`config.mk`:
```
export PLATFORM = sky130hd
export DESIGN_NAME = bsc_decode
export DESIGN_NICKNAME = d
export VERILOG_FILES = /design/src/include/bsc_cfg.svh /design/src/design/bsc_pkg.sv /design/src/design/bsc_decode.sv
export SDC_FILE = /design/constraint.sdc
export NUM_CORES = 1
export LEC_CHECK = 0
export ABC_AREA = 1
export BUFFER_PORTS_ARGS = -buffer_cell sky130_fd_sc_hd__buf_2
export CAP_MARGIN = 10
export CORE_ASPECT_RATIO = 1.4
export CORE_UTILIZATION = 56
export CTS_BUF_LIST = sky130_fd_sc_hd__clkbuf_2 sky130_fd_sc_hd__clkbuf_4 sky130_fd_sc_hd__clkbuf_8
export CTS_CLUSTER_DIAMETER = 80
export DETAILED_ROUTE_END_ITERATION = 7
export HOLD_SLACK_MARGIN = 0.06
export PLACE_DENSITY = 0.82
export SLEW_MARGIN = 20
export SYNTH_ARGS = -nofsm -noshare
export SYNTH_HDL_FRONTEND = slang
export SYNTH_SLANG_ARGS = --single-unit
```
`constraint.sdc`:
```
create_clock -name clk -period 2.1 [get_ports clk]
set_input_delay 0.315 -clock clk [delete_from_list [all_inputs] [get_ports clk]]
set_output_delay 0.315 -clock clk [all_outputs]
set_load 0.05 [all_outputs]
```
`src/include/bsc_cfg.svh`:
```
`ifndef BSC_CFG_SVH
`define BSC_CFG_SVH

// first fetch address after reset
`define BSC_RESET_PC 32'h0000_0000

// depth of the shared program/data memory in 32-bit words
`define BSC_MEM_WORDS 256

// byte address where the data region starts
`define BSC_DATA_BASE 32'h0000_0200

`endif

```
`src/design/bsc_pkg.sv`:
```
`default_nettype none

package bsc_pkg;

   // data or instruction word
   typedef logic [31:0] word_t;

   // register index
   typedef logic [4:0] reg_addr_t;

   // word address into the shared memory
   typedef logic [7:0] mem_addr_t;

   // instruction function field
   typedef logic [2:0] funct3_t;

   // serial bit index within a word
   typedef logic [4:0] bit_cnt_t;

   // decoder sequencing states
   typedef enum logic [1:0] {
      IDLE       = 2'd0,
      INIT       = 2'd1,
      RUN        = 2'd2,
      FETCH_WAIT = 2'd3
   } decode_state_t;

endpackage

`default_nettype wire

```
`src/design/bsc_decode.sv`:
```
`timescale 1ns/1ps
`default_nettype none

module bsc_decode (
   input  wire                       clk,
   input  wire                       i_rst,
   output logic                      o_ibus_req,
   input  wire                       i_ibus_ack,
   input  wire bsc_pkg::word_t       i_ibus_rdt,
   output logic                      o_dbus_req,
   output logic                      o_dbus_we,
   input  wire                       i_dbus_ack,
   output bsc_pkg::bit_cnt_t         o_cnt,
   output logic                      o_cnt_en,
   output logic                      o_init,
   output logic                      o_run,
   output logic                      o_rf_read,
   output logic                      o_rf_we,
   output bsc_pkg::reg_addr_t        o_rs1_addr,
   output bsc_pkg::reg_addr_t        o_rs2_addr,
   output bsc_pkg::reg_addr_t        o_rd_addr,
   output logic                      o_imm_bit,
   output logic                      o_alu_sub,
   output logic [1:0]                o_alu_bool_op,
   output logic                      o_op_b_imm,
   output logic                      o_rd_sel_mem,
   output logic                      o_pc_en,
   output logic                      o_jump_sel,
   input  wire                       i_cmp_eq,
   output logic                      o_retire
);

   bsc_pkg::decode_state_t state;
   bsc_pkg::funct3_t       funct3;
   logic [4:0]             opcode;
   logic                   sub_bit;
   bsc_pkg::word_t         imm;
   logic                   taken_r;

   logic is_op, is_opimm, is_lui, is_load, is_store, is_branch, is_jal;
   logic two_stage;
   logic sign_bit;
   logic [4:0] new_op;

   // opcode bits [6:2] of the latched instruction
   assign is_opimm  = (opcode == 5'b00100);
   assign is_op     = (opcode == 5'b01100);
   assign is_lui    = (opcode == 5'b01101);
   assign is_load   = (opcode == 5'b00000);
   assign is_store  = (opcode == 5'b01000);
   assign is_branch = (opcode == 5'b11000);
   assign is_jal    = (opcode == 5'b11011);

   // address or compare needs a first pass over the operands
   assign two_stage = is_load | is_store | is_branch;

   assign sign_bit = i_ibus_rdt[31];
   assign new_op   = i_ibus_rdt[6:2];

   always_ff @(posedge clk) begin
      if (i_ibus_ack) begin
         opcode     <= new_op;
         funct3     <= i_ibus_rdt[14:12];
         o_rd_addr  <= i_ibus_rdt[11:7];
         o_rs2_addr <= i_ibus_rdt[24:20];
         sub_bit    <= i_ibus_rdt[30];
         // lui adds its immediate to x0
         o_rs1_addr <= (new_op == 5'b01101) ? 5'd0 : i_ibus_rdt[19:15];
         case (new_op)
            5'b01000: imm <= {{21{sign_bit}}, i_ibus_rdt[30:25], i_ibus_rdt[11:7]};
            5'b11000: imm <= {{20{sign_bit}}, i_ibus_rdt[7], i_ibus_rdt[30:25],
                              i_ibus_rdt[11:8], 1'b0};
            5'b01101: imm <= {i_ibus_rdt[31:12], 12'd0};
            5'b11011: imm <= {{12{sign_bit}}, i_ibus_rdt[19:12], i_ibus_rdt[20],
                              i_ibus_rdt[30:21], 1'b0};
            default:  imm <= {{21{sign_bit}}, i_ibus_rdt[30:20]};
         endcase
      end else if (o_cnt_en) begin
         // rotate so the immediate is intact again after each pass
         imm <= {imm[0], imm[31:1]};
      end
   end

   assign o_imm_bit = imm[0];

   assign o_cnt_en  = (state == bsc_pkg::INIT) | (state == bsc_pkg::RUN);
   assign o_init    = (state == bsc_pkg::INIT);
   assign o_run     = (state == bsc_pkg::RUN);
   assign o_rf_read = (state == bsc_pkg::FETCH_WAIT);

   assign o_dbus_we    = is_store;
   assign o_rd_sel_mem = is_load;
   assign o_op_b_imm   = ~(is_op | is_branch);
   assign o_alu_sub    = is_op & sub_bit;
   assign o_jump_sel   = is_jal | taken_r;
   assign o_pc_en      = o_retire;
   assign o_rf_we      = o_retire & (o_rd_addr != 5'd0) &
                         (is_op | is_opimm | is_lui | is_load | is_jal);

   // 00 arithmetic, 01 xor, 10 or, 11 and
   always_comb begin
      o_alu_bool_op = 2'b00;
      if (is_op | is_opimm) begin
         case (funct3)
            3'b100:  o_alu_bool_op = 2'b01;
            3'b110:  o_alu_bool_op = 2'b10;
            3'b111:  o_alu_bool_op = 2'b11;
            default: o_alu_bool_op = 2'b00;
         endcase
      end
   end

   always_ff @(posedge clk) begin
      o_retire <= 1'b0;
      o_cnt    <= o_cnt + {4'd0, o_cnt_en};
      if (o_retire)
         o_ibus_req <= 1'b1;
      if (i_ibus_ack)
         o_ibus_req <= 1'b0;
      if (i_dbus_ack)
         o_dbus_req <= 1'b0;
      case (state)
         bsc_pkg::IDLE: begin
            if (i_ibus_ack)
               state <= bsc_pkg::FETCH_WAIT;
            else if (i_dbus_ack)
               state <= bsc_pkg::RUN;
         end
         bsc_pkg::FETCH_WAIT: begin
            state <= two_stage ? bsc_pkg::INIT : bsc_pkg::RUN;
         end
         bsc_pkg::INIT: begin
            if (o_cnt == 5'd31) begin
               if (is_branch) begin
                  state   <= bsc_pkg::RUN;
                  // beq takes on equal, bne on not equal
                  taken_r <= i_cmp_eq ^ funct3[0];
               end else begin
                  state      <= bsc_pkg::IDLE;
                  o_dbus_req <= 1'b1;
               end
            end
         end
         bsc_pkg::RUN: begin
            if (o_cnt == 5'd31) begin
               state    <= bsc_pkg::IDLE;
               o_retire <= 1'b1;
            end
         end
         default: state <= bsc_pkg::IDLE;
      endcase
      if (o_retire)
         taken_r <= 1'b0;
      if (i_rst) begin
         state      <= bsc_pkg::IDLE;
         o_cnt      <= 5'd0;
         o_ibus_req <= 1'b1;
         o_dbus_req <= 1'b0;
         o_retire   <= 1'b0;
         taken_r    <= 1'b0;
      end
   end

endmodule

`default_nettype wire

```
After elaboration in Yosys (flattened, before gate mapping)
Cells that the tools add are included.
{ "word_totals": {"input_bits": 37, "register_bits": 67, "output_inout_bits": 37} }
{ "classes": {"n_mux": 19, "reduce_logical": 9, "n_eq_ne": 20, "n_addsub": 1, "bitwise": 15} }
{ "ops": {"columns": ["operator", "n"], "rows": [
  ["$pmux 31 s4", 1],
  ["$mux 32", 2],
  ["$eq 5x4->1 const B", 5],
  ["$eq 5x5->1 const B", 5],
  ["$mux 2", 7],
  ["$eq 3x3->1 const B", 3],
  ["$or 1x1->1", 9],
  ["$pmux 2 s4", 1],
  ["$mux 1", 7],
  ["$pmux 2 s3", 1],
  ["$reduce_and 3->1", 2],
  ["$add 5x1->5", 1],
  ["$eq 5x3->1 const B", 1],
  ["$logic_not 5->1", 1],
  ["$reduce_bool 5->1", 1],
  ["$eq 2x2->1 const B", 2],
  ["$ne 2x1->1 const B", 2],
  ["$reduce_bool 2->1", 2],
  ["$reduce_or 2->1", 2],
  ["$and 1x1->1", 3],
  ["$ne 3x3->1 const B", 1],
  ["$eq 2x1->1 const B", 1],
  ["$logic_not 2->1", 1],
  ["$not 1->1", 2],
  ["$xor 1x1->1", 1]
]} }

Depth between registers and ports, before layout
Gate-level depths: netlist (run 1).
{ "depth": {"ltp_word": 6, "mapped_depth": 9, "ltp_nobuf": 9} }

Worst setup path before layout (run 1)
OpenSTA, ideal clock, no wires.
{ "synth_path": {"kind": "register -> output", "start": "register opcode[0]", "end": "output port o_alu_bool_op[0]", "setup_slack_ns": -0.138, "t_arrival_ns": 1.923, "n_path_buf": 0, "required_time_ns": 1.785, "path_stages_with_launch": 4, "path_cell_list": "edfxtp_1 > nor2_1 > nand3_1 > a211oi_1"} }
{ "synth_between": {"elab_chain_len": 3, "elab_cells_between_ends": 4, "classes_between": "eq/ne: 2; mux: 1; bitwise: 1"} }
{ "synth_lines": {"columns": ["item", "line", "source"], "rows": [
  ["start: declaration", "bsc_decode.sv:35", "logic [4:0] opcode;"],
  ["start signal: assignment", "bsc_decode.sv:62", "opcode <= new_op;"],
  ["$eq 5x4->1 / $eq 5x3->1 (equally long branches)", "bsc_decode.sv:47, bsc_decode.sv:46", null],
  ["$or 1x1->1 (*)", "bsc_decode.sv:103", "if (is_op | is_opimm) begin"],
  ["$mux 2 (*)", "bsc_decode.sv:103", null],
  ["end: declaration", "bsc_decode.sv:24", "output logic [1:0] o_alu_bool_op,"]
]} }
Every way passes the cells marked *; elsewhere a longest branch is shown, timed or not.

Final worst setup path (run 1)
{ "layout_path": {"start": "register opcode[4]", "end": "output port o_alu_sub"} }
{ "layout_between": {"elab_chain_len": 2} }
{ "layout_lines": {"columns": ["item", "line", "source"], "rows": [
  ["$eq 5x4->1", "bsc_decode.sv:47", "assign is_op = (opcode == 5'b01100);"],
  ["$and 1x1->1", "bsc_decode.sv:94", "assign o_alu_sub = is_op & sub_bit;"],
  ["end: declaration", "bsc_decode.sv:23", "output logic o_alu_sub,"]
]} }
No other way between the ends.

==> results of run 1 <==
Yosys cell counts, types with 3 or more instances:
library cell	instances
clkbuf_1	3
nand2_1	83
nand3_1	15
buf_2	3
nand2_2	4
inv_1	54
edfxtp_1	56
nor2_1	65
nor2_2	5
ha_1	7
dfxtp_1	11
a21oi_1	6
o31ai_2	5
o21ai_0	8
o22ai_1	10
where the power goes:
part / total [mW] / leakage [nW] / internal [mW] / switching, mW
logic: 1.11 / 1.08 / 0.292 / 0.817
registers: 1.97 / 0.645 / 1.86 / 0.116
clock network: 1.17 / 0.114 / 0.667 / 0.505
total: 4.25 / 1.84 / 2.81 / 1.44
layout by cell type, fill, tap and decap left out, drive strengths merged, types with 7 or more instances in the layout:
cell / synthesis / routed
o21ai: 8 / 8
nand3: 15 / 15
dfxtp: 11 / 11
clkbuf: 3 / 9
inv: 55 / 57
ha: 7 / 7
o22ai: 11 / 11
nand2: 87 / 87
edfxtp: 56 / 56
buf: 8 / 74
nor2: 71 / 71
cell type report:
class	instances	area (sq um)
clock buffers	9	124
clock inverters	7	90.1
fillers	426	1690
inverters	55	206
multi-input cells	223	1090
flip-flops and latches	67	1900
well taps	68	85.1
repair buffers	74	378
stage by stage:
step / util / setup slack [ns]
after floorplan: - / 0.141
after global placement: 0.657 / 0.352
after detailed placement: 0.657 / 0.288
after CTS: 0.696 / 0.0943
after global routing: 0.696 / 0.0663
final: 0.696 / 0.144
how the worst max path moves through the flow:
stage / start / endpoint / slack, ns / depth (start not counted)
CTS: opcode[0] / o_alu_bool_op[0] / 0.09 / 4
finish: opcode[4] / o_alu_sub / 0.14 / 3
global placement: state[0] / imm[0] / 0.35 / 3
global route: opcode[0] / o_alu_bool_op[0] / 0.07 / 4
detailed placement: state[0] / imm[0] / 0.29 / 3
floorplan: o_rd_addr[3] / o_rf_we / 0.14 / 4
routing by layer:
layer	up-vias	GRT usage	routed length, microns
li1	1301	-	-
met4	0	0.128	185
met5	-	0	0
met3	14	0.0572	418
met2	95	0.382	3340
met1	1173	0.288	2830
flip-flops by register name, summed over array words and instances, names as in the netlist:
name,cells
o_rs1_addr,5
imm,32
state,2
funct3,3
o_rs2_addr,5
o_dbus_req,1
o_rd_addr,5
o_cnt,5
o_pc_en,1
taken_r,1
sub_bit,1
o_ibus_req,1
opcode,5
cells by family after synthesis:
logic type | count (synthesis) | share of synthesized area
flip-flops | 67 | 0.584
AO/OA/AOI/OAI | 35 | 0.0749
buffers and inverters | 66 | 0.0841
adder cells (fa/ha/maj) | 7 | 0.0269
AND/OR/NAND/NOR | 180 | 0.228
XOR/XNOR | 1 | 0.00269
==> flow_summary_export.csv, run 1 <==
group,metric,value,unit
outcome,status,"completed",
routing,wl_per_cell,13.5,microns
yosys,yosysTopAreaCell,"edfxtp_1",
clocking,cts_resized,0,
setup_path,critical_path.cell_chain,"nor4_1 > and2_1 > buf_2",
min_path,hold_path_end,"o_rd_addr[3]",
cells_and_area,final_cells,503,
timing,period_needed,1.96,ns
routing,drc_errors,0,
timing,finalSetupTns,0,ns
power_and_ir_drop,pwr_density_cell,1100,nW/um^2
floorplan,die_w,66.5,microns
clocking,cts_setup_buffers,0,
job,maxCapViolCount,0,
yosys,synthTopCellsByArea,"edfxtp_1 (52%), nand2_1 (9.6%), nor2_1 (7.5%)",
yosys,syn-num-nets,400,
grt,grt_pass1_wl,10.6,mm
timing,worst_pin_slew,0.763,ns
yosys,async_flop_share,0,
grt,first_global_vias,2378,
routing,vias,2583,
min_path,hp-class,"in2reg",
cells_and_area,num_antenna_cells,0,
clocking,cts.sinks,67,
timing,rsz0062_at_grt,"no",
clocking,cts_tree,"built",
yosys,syn_inst,356,
routing,vias_per_cell,5.14,
routing,dr.pass1.iters,5,
setup_path,critPathLaunchType,"flop",
grt,overflow,0,
yosys,syn_area_per_cell,9.15,sq um
yosys,synth-main-ff-cell,"edfxtp_1",
setup_path,crit_slowest_cell,"edfxtp_1",
routing,drt-initial-drc-count,114,
timing,drv_slew,0,
yosys,syn_area,3260,sq um
clocking,path_clk_slew,0.07,ns
setup_path,r2r-start,"state[1]",
placement,place.gp.congestion,0.824,
timing,period_share,0.931,
placement,place_inst,487,
clocking,cts_buffers,9,
setup_path,cp.required,1.78,ns
yosys,yosysWarnings,0,
timing,hold_violations,0,
timing,fmax,511,MHz
yosys,ys_types,33,
setup_path,critPathCaptureType,"primary output",
floorplan,start_util,0.585,
floorplan,core_area,5570,sq um
grt,grt_max_degree,33,
floorplan,rows,32,
floorplan,die_area,6130,sq um
clocking,root_buffer,"clkbuf_8",
routing,wl,6.78,mm
power_and_ir_drop,ir_drop,0.612,mV
setup_path,path_max_fanout,7,
power_and_ir_drop,power_leakage,1.84,nW
setup_path,crit_family,"simple AND/OR/NAND/NOR gates",
setup_path,reg2reg_to,"imm[1]",
timing,max-slew-margin-rel,0.492,
setup_path,cp_num_buf_inv,1,
cells_and_area,drive_gt1_frac,0.253,
setup_path,rrSetupSlack,0.28,ns
setup_path,cp.arrival,1.64,ns
grt,antenna_found_initial,0,
min_path,whs_path_depth,1,
yosys,ys_ff_latch,67,
cells_and_area,syn2layout_area_growth,18.9,%
timing,finClkSkew,0.0150,ns
power_and_ir_drop,finalPower,4.25,mW
clocking,clkLatencyLatePin,0.35,ns
routing,ant_nets,0,
cells_and_area,nets,474,
setup_path,crit_type,"reg2out",
clocking,htree_levels,3,
setup_path,r2r_cells,3,
setup_path,max_stage_delay,0.50,ns
timing,finalSetupViolCount,0,
placement,placed_cell_area,3660,sq um
min_path,min_from,"i_ibus_rdt[10]",
cells_and_area,design_area,3870,sq um
placement,numPortBuffers,71,
yosys,yosys.area.top_type_share,0.516,
clocking,cts_hold_buffers,0,
timing,holdWs,0.161,ns
floorplan,die_y,92.3,microns
yosys,ys_seq_area_frac,0.584,
floorplan,ioPinCount,74,
placement,dpl.hpwl,4.90,mm
grt,grt.total_usage,0.237,
clocking,cts_buffer_depth,2,
yosys,synth_edf_count,56,
No activity file was read; power rests on OpenSTA's default activity.
==> run 2: changes to the inputs <==
--- a/config.mk
+++ b/config.mk
@@ -9,12 +9,12 @@
 export BUFFER_PORTS_ARGS = -buffer_cell sky130_fd_sc_hd__buf_2
 export CAP_MARGIN = 10
 export CORE_ASPECT_RATIO = 1.4
-export CORE_UTILIZATION = 56
+export CORE_UTILIZATION = 40
 export CTS_BUF_LIST = sky130_fd_sc_hd__clkbuf_2 sky130_fd_sc_hd__clkbuf_4 sky130_fd_sc_hd__clkbuf_8
 export CTS_CLUSTER_DIAMETER = 80
 export DETAILED_ROUTE_END_ITERATION = 7
+export GPL_TIMING_DRIVEN = 0
 export HOLD_SLACK_MARGIN = 0.06
-export PLACE_DENSITY = 0.82
 export SLEW_MARGIN = 20
 export SYNTH_ARGS = -nofsm -noshare
 export SYNTH_HDL_FRONTEND = slang
==> constraint.sdc (replaced) <==
create_clock -name clk -period 1.9 [get_ports clk]
set_input_delay 0.285 -clock clk [delete_from_list [all_inputs] [get_ports clk]]
set_output_delay 0.285 -clock clk [all_outputs]
set_load 0.05 [all_outputs]
==> flow_summary_export.csv, run 2 (same netlist as run 1, synthesis figures left out) <==
group,metric,value,unit
timing,hold_violations,0,
clocking,cts_buffer_depth,2,
floorplan,ioPinCount,74,
cells_and_area,fill_cells,768,
power_and_ir_drop,combPwrFrac,0.276,
grt,overflow,0,
timing,rsz0062_at_grt,"no",
timing,drv_slew,0,
clocking,cts_buffers,9,
routing,vias,2566,
clocking,root_buffer,"clkbuf_8",
routing,drt-initial-drc-count,81,
placement,numPortBuffers,71,
grt,grt_pass1_wl,11.4,mm
cells_and_area,largest_register_ffs,32,
power_and_ir_drop,power_leakage,1.86,nW
power_and_ir_drop,power.internal,2.94,mW
cells_and_area,nets,484,
clocking,cts_tree,"built",
setup_path,r2r_cells,9,
setup_path,cp.arrival,1.52,ns
timing,worst_pin_slew,0.557,ns
grt,antenna_found_initial,0,
routing,vias_per_cell,4.71,
power_and_ir_drop,clockPowerShare,0.236,
floorplan,die_area,8520,sq um
timing,period_share,0.948,
power_and_ir_drop,seqPwrFrac,0.488,
setup_path,crit_type,"reg2out",
grt,grt.total_usage,0.181,
outcome,status,"completed",
setup_path,critPathCaptureType,"primary output",
timing,max-slew-margin-rel,0.628,
setup_path,critPathLaunchType,"flop",
routing,ant_nets,0,
clocking,path_clk_slew,0.07,ns
cells_and_area,final_common_cell,"nand2_1",
clocking,cts.sinks,67,
cells_and_area,largest-register,"imm",
timing,fmax,555,MHz
placement,dp_worst_setup_slack,-0.137,ns
floorplan,core_area,7800,sq um
cells_and_area,final_cells,545,
routing,drc_errors,0,
timing,finalSetupViolCount,0,
timing,worst_slack,0.0981,ns
placement,place.gp.congestion,0.775,
min_path,whs_path_depth,1,
cells_and_area,final_cell_mix,"nand2_1 (83), buf_2 (72), nor2_1 (63), edfxtp_1 (56), inv_1 (54)",
timing,period_needed,1.80,ns
job,maxCapViolCount,0,
power_and_ir_drop,pwr_density_cell,1130,nW/um^2
floorplan,start_util,0.418,
cells_and_area,num_antenna_cells,0,
grt,first_global_vias,2384,
routing,dr.pass1.iters,4,
setup_path,path_max_fanout,4,
power_and_ir_drop,ir_drop,0.510,mV
clocking,htree_levels,3,
floorplan,rows,38,
cells_and_area,drive_gt1_frac,0.270,
min_path,hp-class,"in2reg",
cells_and_area,design_area,3960,sq um
grt,grt_max_degree,33,
power_and_ir_drop,p_sw,1.53,mW
cells_and_area,syn2layout_area_growth,21.7,%
routing,wl,7.18,mm
placement,place_inst,527,
placement,placed_cell_area,3750,sq um
setup_path,cp.required,1.62,ns
floorplan,die_w,78.3,microns
power_and_ir_drop,swShare,0.343,
clocking,clkLatencyLatePin,0.34,ns
timing,finClkSkew,0.0105,ns
floorplan,die_y,109,microns
placement,dpl.hpwl,5.33,mm
routing,wl_per_cell,13.2,microns
[run 2: routing by layer]
metal  routed length, microns  global-route usage
met1                     3180               0.220
met2                     3490               0.304
met3                      373              0.0427
met4                      136              0.0807
met5                        0                   0
[run 2: cell type report]
class	instances	area, sq um	area share
Buffer	11	67.6	0.0170
Timing Repair Buffer	73	375	0.0947
Clock inverter	3	15.0	0.00379
Inverter	55	206	0.0521
Tap cell	100	125	0.0316
Multi-Input combinational cell	223	1110	0.281
Sequential cell	67	1900	0.480
Clock buffer	13	160	0.0404
[run 2: worst max-delay path, cell delays in order (launching register included)]
cell and delay [ns]:
edfxtp_1 0.43, nor2_2 0.19, nand4_1 0.15, a21oi_2 0.14
buf_2 0.26
[run 2: power by group through the flow]
stage          Clock (mW)  Sequential [mW]  Combinational [mW]
2_1_floorplan           0             2.36               0.762
3_3_place_gp            0             2.19                1.22
3_5_place_dp            0             2.21                1.24
4_1_cts              1.08             2.18                1.24
5_1_grt              1.14             2.22                1.37
6_report             1.05             2.18                1.23
[run 2: what timing repair did]
action,in CTS,in global routing
resized for setup,2,6
setup buffers,0,2
hold buffers,0,0
pin swaps,0,1
setup endpoints to repair,2,5
[run 2: worst paths after layout]
kind,from,end,slack (ns)
worst min-delay path,i_ibus_rdt[8],o_rd_addr[1],0.14
worst max register to register,state[1],o_cnt[4],0.25
worst min register to register,o_dbus_req,o_dbus_req,0.47
worst max-delay path,opcode[2],o_rf_we,0.1
[run 2: per-stage QoR]
| step | power [mW] | utilization | hold slack (ns) | setup TNS [ns] |
|---|---|---|---|---|
| finish | 4.46 | 0.508 | 0.138 | 0 |
| global route | 4.73 | 0.508 | 0.128 | 0 |
| CTS | 4.50 | 0.505 | 0.130 | 0 |
| detailed placement | 3.45 | 0.481 | 0.466 | -2.79 |
| global placement | 3.41 | 0.481 | 0.453 | -1.85 |
| floorplan | 3.12 | - | 0.354 | 0 |
==> run 3: changes to the inputs <==
--- a/config.mk
+++ b/config.mk
@@ -5,7 +5,6 @@
 export SDC_FILE = /design/constraint.sdc
 export NUM_CORES = 1
 export LEC_CHECK = 0
-export ABC_AREA = 1
 export BUFFER_PORTS_ARGS = -buffer_cell sky130_fd_sc_hd__buf_2
 export CAP_MARGIN = 10
 export CORE_ASPECT_RATIO = 1.4
==> flow_summary_export.csv, run 3 <==
group,metric,value,unit
outcome,status,"finished, violations left",
outcome,violations,"negative setup slack",
yosys,synthAdderAreaFrac,0.0281,
cells_and_area,final_cell_mix,"buf_2 (66), edfxtp_1 (56), a21oi_1 (39), nor2_1 (38), inv_1 (13)",
routing,wl_per_cell,15.0,microns
setup_path,rrSetupSlack,0.15,ns
setup_path,crit_slowest_cell,"edfxtp_1",
yosys,syn_area,3120,sq um
yosys,yosysWarnings,0,
timing,hold_violations,0,
clocking,root_buffer,"clkbuf_8",
placement,dpl.hpwl,4.84,mm
grt,grt_pass1_wl,11.4,mm
placement,place.gp.congestion,0.771,
yosys,synth_compound_area_frac,0.123,
setup_path,critPathCaptureType,"primary output",
timing,worst_pin_slew,0.521,ns
clocking,cts.sinks,67,
yosys,synth_xor_area_frac,0.0168,
routing,vias_per_cell,5.13,
cells_and_area,syn2layout_area_growth,27.9,%
placement,numPortBuffers,71,
cells_and_area,final_common_cell,"buf_2",
routing,drc_errors,0,
yosys,ys_ff_latch,67,
yosys,ys_types,47,
cells_and_area,drive_gt1_frac,0.326,
timing,rsz0062_at_grt,"yes",
timing,fmax,517,MHz
clocking,htree_levels,3,
setup_path,r2r_cells,6,
power_and_ir_drop,pwr_density_cell,1220,nW/um^2
floorplan,core_area,7450,sq um
timing,finClkSkew,0.0123,ns
grt,antenna_found_initial,0,
cells_and_area,largest_register_ffs,32,
clocking,path_clk_slew,0.08,ns
floorplan,start_util,0.419,
setup_path,cp.arrival,1.65,ns
floorplan,rows,37,
yosys,synth-simple-area-share,0.154,
yosys,syn_inst,276,
cells_and_area,num_antenna_cells,0,
yosys,synthTopCellsByArea,"edfxtp_1 (54%), dfxtp_1 (7.1%), a21oi_1 (6.4%)",
yosys,muxShareOfSynthArea,0.0325,
power_and_ir_drop,ir_drop,0.444,mV
setup_path,critical_path.cell_chain,"or3_4 > nor3b_2 > buf_6",
min_path,whs_path_depth,2,
setup_path,path_max_fanout,6,
timing,finalSetupViolCount,2,
routing,vias,2387,
routing,ant_nets,0,
yosys,ys_seq_area_frac,0.609,
timing,holdWs,0.0981,ns
setup_path,cp.required,1.62,ns
setup_path,max_stage_delay,0.49,ns
cells_and_area,largest-register,"imm",
clocking,cts_buffers,9,
routing,wl,6.99,mm
grt,first_global_vias,2345,
clocking,cts_buffer_depth,2,
grt,grt.total_usage,0.187,
timing,drv_slew,0,
routing,dr.pass1.iters,4,
power_and_ir_drop,power_leakage,1.59,nW
setup_path,crit_type,"reg2out",
yosys,yosys.cell_count.top_type,"edfxtp_1",
yosys,synth_top_family_by_area,"simple AND/OR/NAND/NOR gates",
grt,overflow,0,
job,maxCapViolCount,0,
cells_and_area,nets,407,
clocking,cts_tree,"built",
yosys,synthTopCellsByCount,"edfxtp_1 (56), nor2_1 (41), a21oi_1 (40)",
grt,grt_max_degree,33,
clocking,cts_hold_buffers,0,
floorplan,die_w,76.6,microns
yosys,syn_area_per_cell,11.3,sq um
timing,period_share,1.02,
setup_path,critPathLaunchType,"flop",
floorplan,die_y,107,microns
floorplan,ioPinCount,74,
yosys,synth-main-ff-cell,"edfxtp_1",
yosys,yosysTopAreaCell,"edfxtp_1",
routing,drt-initial-drc-count,151,
timing,worst_slack,-0.0336,ns
yosys,yosys.area.top_type_share,0.539,
yosys,async_flop_share,0,
yosys,syn-num-nets,320,
yosys,synth_edf_count,56,
clocking,clkLatencyLatePin,0.36,ns
floorplan,die_area,8160,sq um
timing,max-slew-margin-rel,0.653,
cells_and_area,post-route-util,0.536,
min_path,hp-class,"in2reg",
timing,period_needed,1.93,ns
-- run 3: layout make-up --
| class | instances | area [sq um] |
|---|---|---|
| Buffer | 14 | 60.1 |
| Clock buffer | 10 | 131 |
| Clock inverter | 6 | 104 |
| Fill cell | 669 | 3460 |
| Inverter | 13 | 48.8 |
| Multi-Input combinational cell | 181 | 1180 |
| Sequential cell | 67 | 1900 |
| Tap cell | 97 | 121 |
| Timing Repair Buffer | 77 | 447 |
-- run 3: cells by family after synthesis --
family	count (synthesis)
and+or+nand+nor	94
DFF	67
AOI/OAI and AO/OA	64
buffers and inverters	28
muxes	10
adders and majority gates	7
xor gates and xnor gates	6
-- run 3: power by group --
part	switching, mW	leakage, nW	internal, mW
logic	0.892	0.831	0.406
clock network	0.545	0.121	0.877
registers	0.126	0.641	2.01
-- run 3: repair_timing --
item / 4_1_cts / 5_1_grt
buffers inserted: 6 / 0
cloned: 0 / 0
pin swaps: 1 / 5
setup endpoints to repair: 8 / 66
gates resized for setup: 17 / 11
-- run 3: path summary, 6_finish.rpt --
| kind | endpoint | startpoint |
|---|---|---|
| worst max-delay path | o_dbus_we | opcode[4] |
| worst min-delay path | o_cnt[0] | i_rst |
| worst min register to register | o_ibus_req | o_ibus_req |
| worst max register to register | state[0] | state[1] |
-- run 3: critical path, delay by kind of cell, from the launching register on --
kind | cells | cell delay, ns
DFF | 1 | 0.49
buffers and inverters | 1 | 0.18
and+or+nand+nor | 2 | 0.62
-- run 3: through the flow --
stage	worst slack, ns	instance area [sq um]	std cells	total power [mW]	TNS (ns)
floorplan	-0.0176	3140	276	3.07	-0.0218
global placement	-0.315	3620	444	3.38	-16.74
detailed placement	-0.305	3620	444	3.40	-17.54
CTS	-0.0293	3950	465	4.86	-0.0373
global route	-0.0652	3990	465	5.08	-0.277
finish	-0.0336	3990	465	4.86	-0.0358
-- run 3: metal layers --
| metal | track usage | wire (microns) | up-vias |
|---|---|---|---|
| met5 | 0 | 0 | - |
| met4 | 0.107 | 170 | 0 |
| met3 | 0.0292 | 191 | 12 |
| met2 | 0.328 | 3610 | 50 |
| met1 | 0.214 | 3010 | 1142 |
| li1 | - | - | 1183 |
